[config.mk]
export PLATFORM = sky130hd
export DESIGN_NAME = npc
export DESIGN_NICKNAME = d
export VERILOG_FILES = /design/src/hdl/npc_pkg.sv /design/src/hdl/decode_if.sv /design/src/hdl/npc.sv /design/src/hdl/alu.sv /design/src/hdl/register_file.sv /design/src/hdl/inst_decoder.sv
export SDC_FILE = /design/constraint.sdc
export NUM_CORES = 2
export LEC_CHECK = 0
export ABC_CLOCK_PERIOD_IN_PS = 5300
export BUFFER_PORTS_ARGS = -buffer_cell sky130_fd_sc_hd__buf_4
export CAP_MARGIN = 20
export CORE_MARGIN = 4
export CORE_UTILIZATION = 55
export DETAILED_ROUTE_END_ITERATION = 8
export GPL_TIMING_DRIVEN = 0
export PLACE_DENSITY = 0.75
export SYNTH_ARGS = -nofsm -noshare
export SYNTH_HDL_FRONTEND = slang
export SYNTH_HIERARCHICAL = 1
export SYNTH_SLANG_ARGS = --single-unit
[constraint.sdc]
create_clock -name clk -period 5.3 [get_ports clk]
set_input_delay 0.265 -clock clk [delete_from_list [all_inputs] [get_ports clk]]
set_output_delay 0.265 -clock clk [all_outputs]
set_load 0.05 [all_outputs]
[src/hdl/npc_pkg.sv]
`default_nettype none

package npc_pkg;

    // datapath width and register index width
    localparam int xlen = 32;
    localparam int reg_idx_w = 5;

    // first fetch address after reset
    localparam logic [xlen-1:0] reset_pc = 32'h8000_0000;

    // ebreak is matched on the full word
    localparam logic [xlen-1:0] ebreak_inst = 32'h0010_0073;

    // major opcodes of the supported subset
    typedef enum logic [6:0] {
        op_lui    = 7'b0110111,
        op_auipc  = 7'b0010111,
        op_jal    = 7'b1101111,
        op_jalr   = 7'b1100111,
        op_branch = 7'b1100011,
        op_load   = 7'b0000011,
        op_store  = 7'b0100011,
        op_imm    = 7'b0010011,
        op_reg    = 7'b0110011,
        op_system = 7'b1110011
    } opcode_e;

    // funct3 codes, grouped by opcode
    localparam logic [2:0] f3_jalr = 3'b000;
    localparam logic [2:0] f3_bne  = 3'b001;
    localparam logic [2:0] f3_word = 3'b010;
    localparam logic [2:0] f3_lbu  = 3'b100;
    localparam logic [2:0] f3_sb   = 3'b000;
    localparam logic [2:0] f3_add  = 3'b000;
    localparam logic [2:0] f3_sltu = 3'b011;
    localparam logic [2:0] f3_xor  = 3'b100;
    localparam logic [2:0] f3_or   = 3'b110;

    // funct7 of the plain register ops (no sub/sra)
    localparam logic [6:0] f7_base = 7'b0000000;

    typedef enum logic [2:0] {
        alu_add,
        alu_sltu,
        alu_ne,
        alu_xor,
        alu_or
    } alu_op_e;

    // source of the rd write-back value
    typedef enum logic [1:0] {
        wb_alu,
        wb_mem,
        wb_pc4,
        wb_imm
    } wb_sel_e;

endpackage

`default_nettype wire
[src/hdl/decode_if.sv]
`timescale 1ns/10ps
`default_nettype none

interface decode_if;
    import npc_pkg::*;

    // register indices
    logic [reg_idx_w-1:0] rs1;
    logic [reg_idx_w-1:0] rs2;
    logic [reg_idx_w-1:0] rd;
    // sign-extended immediate of the current format
    logic [xlen-1:0] imm;
    // alu control and operand muxes
    alu_op_e alu_op;
    logic src1_is_pc;
    logic src2_is_imm;
    // write-back
    logic reg_wen;
    wb_sel_e wb_sel;
    // memory and flow flags
    logic is_load;
    logic is_store;
    logic is_byte;
    logic is_branch;
    logic is_jalr;
    logic is_ebreak;

    modport decoder (
        output rs1, rs2, rd, imm, alu_op, src1_is_pc, src2_is_imm, reg_wen, wb_sel,
        output is_load, is_store, is_byte, is_branch, is_jalr, is_ebreak
    );

    modport datapath (
        input rs1, rs2, rd, imm, alu_op, src1_is_pc, src2_is_imm, reg_wen, wb_sel,
        input is_load, is_store, is_byte, is_branch, is_jalr, is_ebreak
    );

endinterface

`default_nettype wire

[src/hdl/npc.sv]
`timescale 1ns/10ps
`default_nettype none

module npc (
    input wire clk,
    input wire reset,
    output logic [npc_pkg::xlen-1:0] inst_addr,
    input wire [npc_pkg::xlen-1:0] inst,
    output logic [npc_pkg::xlen-1:0] data_addr,
    output logic data_rd_en,
    output logic data_wr_en,
    output logic [npc_pkg::xlen-1:0] data_wdata,
    output logic [3:0] data_wmask,
    input wire [npc_pkg::xlen-1:0] data_rdata,
    output logic halt
);
    import npc_pkg::*;

    logic [xlen-1:0] pc;
    logic [xlen-1:0] next_pc;
    logic [xlen-1:0] pc_plus4;
    logic halt_q;
    logic active;
    logic [xlen-1:0] rs1_data;
    logic [xlen-1:0] rs2_data;
    logic [xlen-1:0] alu_src1;
    logic [xlen-1:0] alu_src2;
    logic [xlen-1:0] alu_result;
    logic [xlen-1:0] eff_addr;
    logic [xlen-1:0] load_data;
    logic [xlen-1:0] wb_data;
    logic jump;
    logic taken;

    decode_if dec ();

    inst_decoder u_decoder (
        .inst (inst),
        .dec  (dec)
    );

    // nothing commits in reset or after ebreak
    assign active = ~reset & ~halt_q;

    register_file u_regfile (
        .clk    (clk),
        .wen    (dec.reg_wen & active),
        .waddr  (dec.rd),
        .wdata  (wb_data),
        .raddr1 (dec.rs1),
        .raddr2 (dec.rs2),
        .rdata1 (rs1_data),
        .rdata2 (rs2_data)
    );

    // operand muxes, pc only for auipc
    assign alu_src1 = dec.src1_is_pc ? pc : rs1_data;
    assign alu_src2 = dec.src2_is_imm ? dec.imm : rs2_data;

    alu u_alu (
        .src1   (alu_src1),
        .src2   (alu_src2),
        .op     (dec.alu_op),
        .result (alu_result)
    );

    // jal and jalr are the only pc+4 writers
    assign jump     = (dec.wb_sel == wb_pc4);
    assign taken    = dec.is_branch & alu_result[0];
    assign pc_plus4 = pc + 32'd4;
    // shared by loads, stores and the jalr target
    assign eff_addr = rs1_data + dec.imm;

    always_comb begin
        if (dec.is_ebreak || halt_q) begin
            next_pc = pc;
        end else if (dec.is_jalr) begin
            next_pc = {eff_addr[xlen-1:1], 1'b0};
        end else if (jump || taken) begin
            next_pc = pc + dec.imm;
        end else begin
            next_pc = pc_plus4;
        end
    end

    always_ff @(posedge clk) begin
        if (reset) begin
            pc     <= reset_pc;
            halt_q <= 1'b0;
        end else begin
            pc <= next_pc;
            // sticky until reset
            if (dec.is_ebreak) begin
                halt_q <= 1'b1;
            end
        end
    end

    assign inst_addr = pc;
    assign halt      = halt_q;

    // data port
    assign data_addr  = eff_addr;
    assign data_rd_en = dec.is_load & active;
    assign data_wr_en = dec.is_store & active;
    // sb keeps rs2 low byte in lane 0
    assign data_wdata = dec.is_byte ? {24'h000000, rs2_data[7:0]} : rs2_data;
    assign data_wmask = !dec.is_store ? 4'b0000 : (dec.is_byte ? 4'b0001 : 4'b1111);

    // lbu zero-extends the low byte
    assign load_data = dec.is_byte ? {24'h000000, data_rdata[7:0]} : data_rdata;

    always_comb begin
        case (dec.wb_sel)
            wb_alu:  wb_data = alu_result;
            wb_mem:  wb_data = load_data;
            wb_pc4:  wb_data = pc_plus4;
            wb_imm:  wb_data = dec.imm;
            default: wb_data = alu_result;
        endcase
    end

endmodule

`default_nettype wire

[src/hdl/alu.sv]
`timescale 1ns/10ps
`default_nettype none

module alu (
    input wire [npc_pkg::xlen-1:0] src1,
    input wire [npc_pkg::xlen-1:0] src2,
    input var npc_pkg::alu_op_e op,
    output logic [npc_pkg::xlen-1:0] result
);
    import npc_pkg::*;

    logic [xlen-1:0] sum;
    logic lt_u;
    logic ne;

    assign sum  = src1 + src2;
    // unsigned compare for sltu/sltiu
    assign lt_u = (src1 < src2);
    // bne decision
    assign ne   = (src1 != src2);

    always_comb begin
        case (op)
            alu_add:  result = sum;
            alu_sltu: result = {{(xlen-1){1'b0}}, lt_u};
            alu_ne:   result = {{(xlen-1){1'b0}}, ne};
            alu_xor:  result = src1 ^ src2;
            alu_or:   result = src1 | src2;
            default:  result = sum;
        endcase
    end

endmodule

`default_nettype wire

[src/hdl/register_file.sv]
`timescale 1ns/10ps
`default_nettype none

module register_file (
    input wire clk,
    input wire wen,
    input wire [npc_pkg::reg_idx_w-1:0] waddr,
    input wire [npc_pkg::xlen-1:0] wdata,
    input wire [npc_pkg::reg_idx_w-1:0] raddr1,
    input wire [npc_pkg::reg_idx_w-1:0] raddr2,
    output logic [npc_pkg::xlen-1:0] rdata1,
    output logic [npc_pkg::xlen-1:0] rdata2
);
    import npc_pkg::*;

    // x1..x31 only, x0 has no storage
    logic [xlen-1:0] regs [1:31];

    always_ff @(posedge clk) begin
        // writes to x0 are dropped
        if (wen && waddr != '0) begin
            regs[waddr] <= wdata;
        end
    end

    // combinational read ports
    assign rdata1 = (raddr1 == '0) ? '0 : regs[raddr1];
    assign rdata2 = (raddr2 == '0) ? '0 : regs[raddr2];

endmodule

`default_nettype wire

[src/hdl/inst_decoder.sv]
`timescale 1ns/10ps
`default_nettype none

module inst_decoder (
    input wire [npc_pkg::xlen-1:0] inst,
    decode_if.decoder dec
);
    import npc_pkg::*;

    opcode_e opcode;
    logic [2:0] funct3;
    logic [6:0] funct7;
    logic [xlen-1:0] imm_i;
    logic [xlen-1:0] imm_s;
    logic [xlen-1:0] imm_b;
    logic [xlen-1:0] imm_u;
    logic [xlen-1:0] imm_j;

    // fixed field positions
    assign opcode = opcode_e'(inst[6:0]);
    assign funct3 = inst[14:12];
    assign funct7 = inst[31:25];
    assign dec.rs1 = inst[19:15];
    assign dec.rs2 = inst[24:20];
    assign dec.rd  = inst[11:7];

    // all formats sign-extend from bit 31
    assign imm_i = {{20{inst[31]}}, inst[31:20]};
    assign imm_s = {{20{inst[31]}}, inst[31:25], inst[11:7]};
    assign imm_b = {{19{inst[31]}}, inst[31], inst[7], inst[30:25], inst[11:8], 1'b0};
    assign imm_u = {inst[31:12], 12'h000};
    assign imm_j = {{11{inst[31]}}, inst[31], inst[19:12], inst[20], inst[30:21], 1'b0};

    always_comb begin
        // safe defaults, unknown encodings fall through as a nop
        dec.imm         = '0;
        dec.alu_op      = alu_add;
        dec.src1_is_pc  = 1'b0;
        dec.src2_is_imm = 1'b0;
        dec.reg_wen     = 1'b0;
        dec.wb_sel      = wb_alu;
        dec.is_load     = 1'b0;
        dec.is_store    = 1'b0;
        dec.is_byte     = 1'b0;
        dec.is_branch   = 1'b0;
        dec.is_jalr     = 1'b0;
        dec.is_ebreak   = 1'b0;
        case (opcode)
            op_lui: begin
                dec.imm     = imm_u;
                dec.reg_wen = 1'b1;
                dec.wb_sel  = wb_imm;
            end
            op_auipc: begin
                // pc + upper immediate through the adder
                dec.imm         = imm_u;
                dec.src1_is_pc  = 1'b1;
                dec.src2_is_imm = 1'b1;
                dec.reg_wen     = 1'b1;
            end
            op_jal: begin
                dec.imm     = imm_j;
                dec.reg_wen = 1'b1;
                dec.wb_sel  = wb_pc4;
            end
            op_jalr: begin
                dec.imm = imm_i;
                if (funct3 == f3_jalr) begin
                    dec.is_jalr = 1'b1;
                    dec.reg_wen = 1'b1;
                    dec.wb_sel  = wb_pc4;
                end
            end
            op_branch: begin
                // only bne, decided by the alu compare
                dec.imm = imm_b;
                if (funct3 == f3_bne) begin
                    dec.is_branch = 1'b1;
                    dec.alu_op    = alu_ne;
                end
            end
            op_load: begin
                dec.imm = imm_i;
                if (funct3 == f3_word || funct3 == f3_lbu) begin
                    dec.is_load = 1'b1;
                    dec.is_byte = (funct3 == f3_lbu);
                    dec.reg_wen = 1'b1;
                    dec.wb_sel  = wb_mem;
                end
            end
            op_store: begin
                dec.imm = imm_s;
                if (funct3 == f3_word || funct3 == f3_sb) begin
                    dec.is_store = 1'b1;
                    dec.is_byte  = (funct3 == f3_sb);
                end
            end
            op_imm: begin
                dec.imm         = imm_i;
                dec.src2_is_imm = 1'b1;
                // addi and sltiu
                if (funct3 == f3_add) begin
                    dec.reg_wen = 1'b1;
                end else if (funct3 == f3_sltu) begin
                    dec.alu_op  = alu_sltu;
                    dec.reg_wen = 1'b1;
                end
            end
            op_reg: begin
                if (funct7 == f7_base) begin
                    dec.reg_wen = 1'b1;
                    case (funct3)
                        f3_add:  dec.alu_op = alu_add;
                        f3_sltu: dec.alu_op = alu_sltu;
                        f3_xor:  dec.alu_op = alu_xor;
                        f3_or:   dec.alu_op = alu_or;
                        default: dec.reg_wen = 1'b0;
                    endcase
                end
            end
            op_system: begin
                dec.is_ebreak = (inst == ebreak_inst);
            end
            default: begin
            end
        endcase
    end

endmodule

`default_nettype wire

==> results.py <==
metrics = {
    "routing": {
        "first_pass_iters": 7,
        "num_vias": 46458,
        "post_drt_wl_per_cell_um": 40.82,
        "via_per_inst": 7.456,
        "detail-route-antenna-nets": 0,
        "wl_um": 254400,
        "detail_route.iter0.violations": 8122,
        "drcViolationCount": 0,
    },
    "floorplan": {
        "rows": 119,
        "floorplan.initialDensity": 0.5546,
        "die_height_um": 333.8,
        "fp.dieArea_um2": 111400,
        "io_pins": 169,
        "die_width_um": 333.8,
        "core-area_um2": 105300,
    },
    "synthesis": {
        "yosys_warnings": 6,
        "synth_enable_flop_cells": 992,
        "synth-seq-cells": 1025,
        "netlist_instances": 4254,
        "syn_avg_cell_area_um2": 13.72,
        "synth-seq-area-share": 0.5215,
        "synthArstFlopShare": 0,
        "synth.lib_cells_used.distinct": 103,
        "synthesis.nets": 4481,
        "synth.cell_area_um2": 58380,
        "yosys_most_used_dff": "edfxtp_1",
    },
    "clocking": {
        "worstSkewPairLatency_ps": 730,
        "htree_levels": 3,
        "clock-sinks": 1025,
        "ctsLongestPathBuffers": 3,
        "register_clock_pin_slew_on_the_reported_worst_setup_and_hold_paths_ps": 60,
        "cts_tree": "done",
        "cell_at_the_root_of_the_clock_tree": "clkbuf_16",
        "cts_buffers": 106,
    },
    "critical_path": {
        "worst-endpoint-arrival_ps": 5860,
        "req_time_crit_path_ps": 5660,
        "timing.setup.critical_path_class": "in2reg",
        "rr_startpoint": "u_regfile/regs[19][17]$_DFFE_PP_",
        "reg2reg_to": "inst_addr[21]$_SDFFE_PP0P_",
        "setup.worst_path.start_class": "input port",
        "crit_path_end_kind": "flip-flop",
        "worst-r2r-setup-slack_ps": -120,
        "timing.critical_path.fanout_max": 31,
        "r2r.worst_path.cells": 24,
    },
    "timing": {
        "max-slew-margin-rel": -0.1906,
        "timing.final.hold_violations": 0,
        "final.setup.tns_ps": -24420,
        "worst_slew_pin_slew_ps": 1786,
        "layout_worst_path_cycle_share": 1.038,
        "clock.fmax_mhz": 181.8,
        "final.setup_skew_ps": 29.14,
        "final_period_minus_worst_setup_slack_ps": 5500,
        "finalSetupViolCount": 338,
        "setup_repair_after_global_routing_missed_its_margin": "yes",
        "fin_ws_ps": -199.9,
        "slew_violations": 6,
    },
    "layout": {
        "utilization": 0.6711,
        "areaGrowthSynthToFinish_pct": 21.00,
        "design.final.nets": 4965,
        "filler_cell_count": 7378,
        "final_layout_size_suffix_gt1_frac": 0.3184,
    },
    "grt": {
        "grt_remaining_overflow": 0,
        "grt_pass1_wl_um": 339900,
        "grt_pass1_vias": 43059,
        "antenna_found_initial": 17,
        "grt_max_degree": 32,
        "track_usage": 0.4388,
    },
    "pwr": {
        "static-leakage-power_uw": 0.02528,
        "max-vdd-ir-drop_mv": 0.3300,
        "p_per_area_nw_per_um2": 341.7,
    },
    "outcome": {
        "outcome": "complete, but fails checks",
        "violations": "max-capacitance violations, max-slew violations, negative setup slack",
    },
    "placed_design": {
        "detailed_place_hpwl_um": 180000,
        "place.port_buffers": 164,
        "gp_congestion": 1.017,
    },
    "min_path": {
        "min_path_cells": 5,
        "worst_hold_path_type": "in2reg",
        "worst_hold_startpoint": "data_rdata[14]",
        "whs_endpoint": "u_regfile/regs[18][14]$_DFFE_PP_",
    },
    "job": {
        "max_cap_viols": 2,
    },
}
## per-stage QoR
stage / worst slack (ps) / instance area, um^2 / power [uW] / instances / hold slack, ps
after floorplan: -45.22 / 58630 / 12890 / 4254 / 480.9
after global placement: -3619 / 61600 / 14960 / 5809 / 563.6
after detailed placement: -2977 / 62950 / 15240 / 5855 / 578.5
after CTS: 0.09814 / 68930 / 23340 / 6143 / 198.5
after global routing: -134.7 / 70620 / 24490 / 6220 / 265.2
final: -199.9 / 70650 / 24140 / 6231 / 244.2
## where the power goes
group          leakage [uW]  internal, uW  total [uW]  switching [uW]
logic                0.0145          2150        6750            4590
registers           0.00918          9990       10000            12.2
clock network       0.00164          4120        7390            3270
## layout by cell type (no fill, tap or decap), drive strengths merged, types with 14 or more instances in the layout
master    n
clkinv   48
and2     53
a221oi   19
edfxtp  992
a21o     64
nor2b    76
mux4    360
mux2i   319
a21oi   211
o21ai   133
a22oi    99
a22o     65
and3     36
a31oi    32
nand3    87
nor2    263
nor3     42
o221ai   31
nor4     16
a311o    32
ha      158
o21bai   21
clkbuf  287
nand3b   14
nand4    41
dfxtp    33
a211oi   44
buf     528
nand2   216
a211o    35
xor2     53
xnor2    58
inv      99
mux2     98
## layout make-up
class	count	area, um^2	share of cell area
well taps	1391	1740	0.02464
flip-flops and latches	1025	30450	0.4310
multi-input cells	2825	28280	0.4003
inverters	98	374.1	0.005295
plain buffers	309	2525	0.03574
clock buffers	137	2790	0.03949
repair buffers	373	3860	0.05464
diodes	13	32.53	0.0004605
clock inverters	60	595.6	0.008430
## cell usage after synthesis, types with 92 or more instances
| library cell | n | area (um^2) |
|---|---|---|
| edfxtp_1 | 992 | 29790 |
| mux4_2 | 348 | 7838 |
| mux2i_1 | 319 | 3193 |
| nor2_1 | 256 | 960.9 |
| inv_1 | 98 | 367.9 |
| clkbuf_1 | 153 | 574.3 |
| a21oi_1 | 206 | 1031 |
| ha_1 | 158 | 1977 |
| o21ai_0 | 109 | 545.5 |
| a22oi_1 | 99 | 743.2 |
| nand2_1 | 216 | 810.8 |
| mux2_2 | 92 | 1036 |
## routing by layer
metal | routed length [um] | global-route usage | part of all wire
met5 | 53 | 0 | 0.00021
met4 | 25610 | 0.3336 | 0.10
met3 | 39320 | 0.1520 | 0.15
met2 | 106000 | 0.6306 | 0.42
met1 | 83420 | 0.5487 | 0.33
## state kept, by name, indices dropped and copies added, names as in the netlist
name	cells
inst_addr	32
u_regfile/regs	992
halt	1
## worst max-delay path by stage
stage,from,end,slack [ps],depth (start not counted)
global placement,inst[17],u_regfile/regs[10][18]$_DFFE_PP_,-3620,22
CTS,u_regfile/regs[18][1]$_DFFE_PP_,data_addr[30],0.1,15
floorplan,inst[20],inst_addr[2]$_SDFFE_PP0P_,-50,25
detailed placement,inst[23],inst_addr[31]$_SDFFE_PP1P_,-2980,26
global route,inst[22],inst_addr[25]$_SDFFE_PP0P_,-130,31
finish,inst[22],u_regfile/regs[16][21]$_DFFE_PP_,-200,21
## critical path: stages
cell	delay [ps]
buf_4	150
buf_4	180
buf_2	260
nor2_4	330
clkbuf_4	440
buf_2	390
a22oi_1	140
nand3_2	270
nand4_1	320
mux2_2	390
inv_1	90
ha_1	240
buf_6	160
a21o_1	180
a211o_1	290
a31o_2	230
a31oi_4	260
xnor2_1	100
o21ai_0	140
nor2_1	90
nor2_4	850
## cells by family after synthesis
| logic type | after synthesis | synth area share |
|---|---|---|
| AOI/OAI and AO/OA | 867 | 0.1043 |
| xor gates and xnor gates | 111 | 0.01665 |
| adders and majority gates | 161 | 0.03489 |
| buffers and inverters | 420 | 0.03525 |
| DFF | 1025 | 0.5215 |
| muxes | 775 | 0.2123 |
| and+or+nand+nor | 895 | 0.07501 |
## timing repair
action | 4_1_cts | 5_1_grt
pin swaps | 78 | 65
gates cloned | 14 | 4
buffers inserted | 86 | 62
setup endpoints to repair | 1011 | 822
resized for setup | 411 | 247
endpoints found under the hold margin | 1 | 0
hold buffers | 1 | 0
Power figures use the tool's default switching activity.
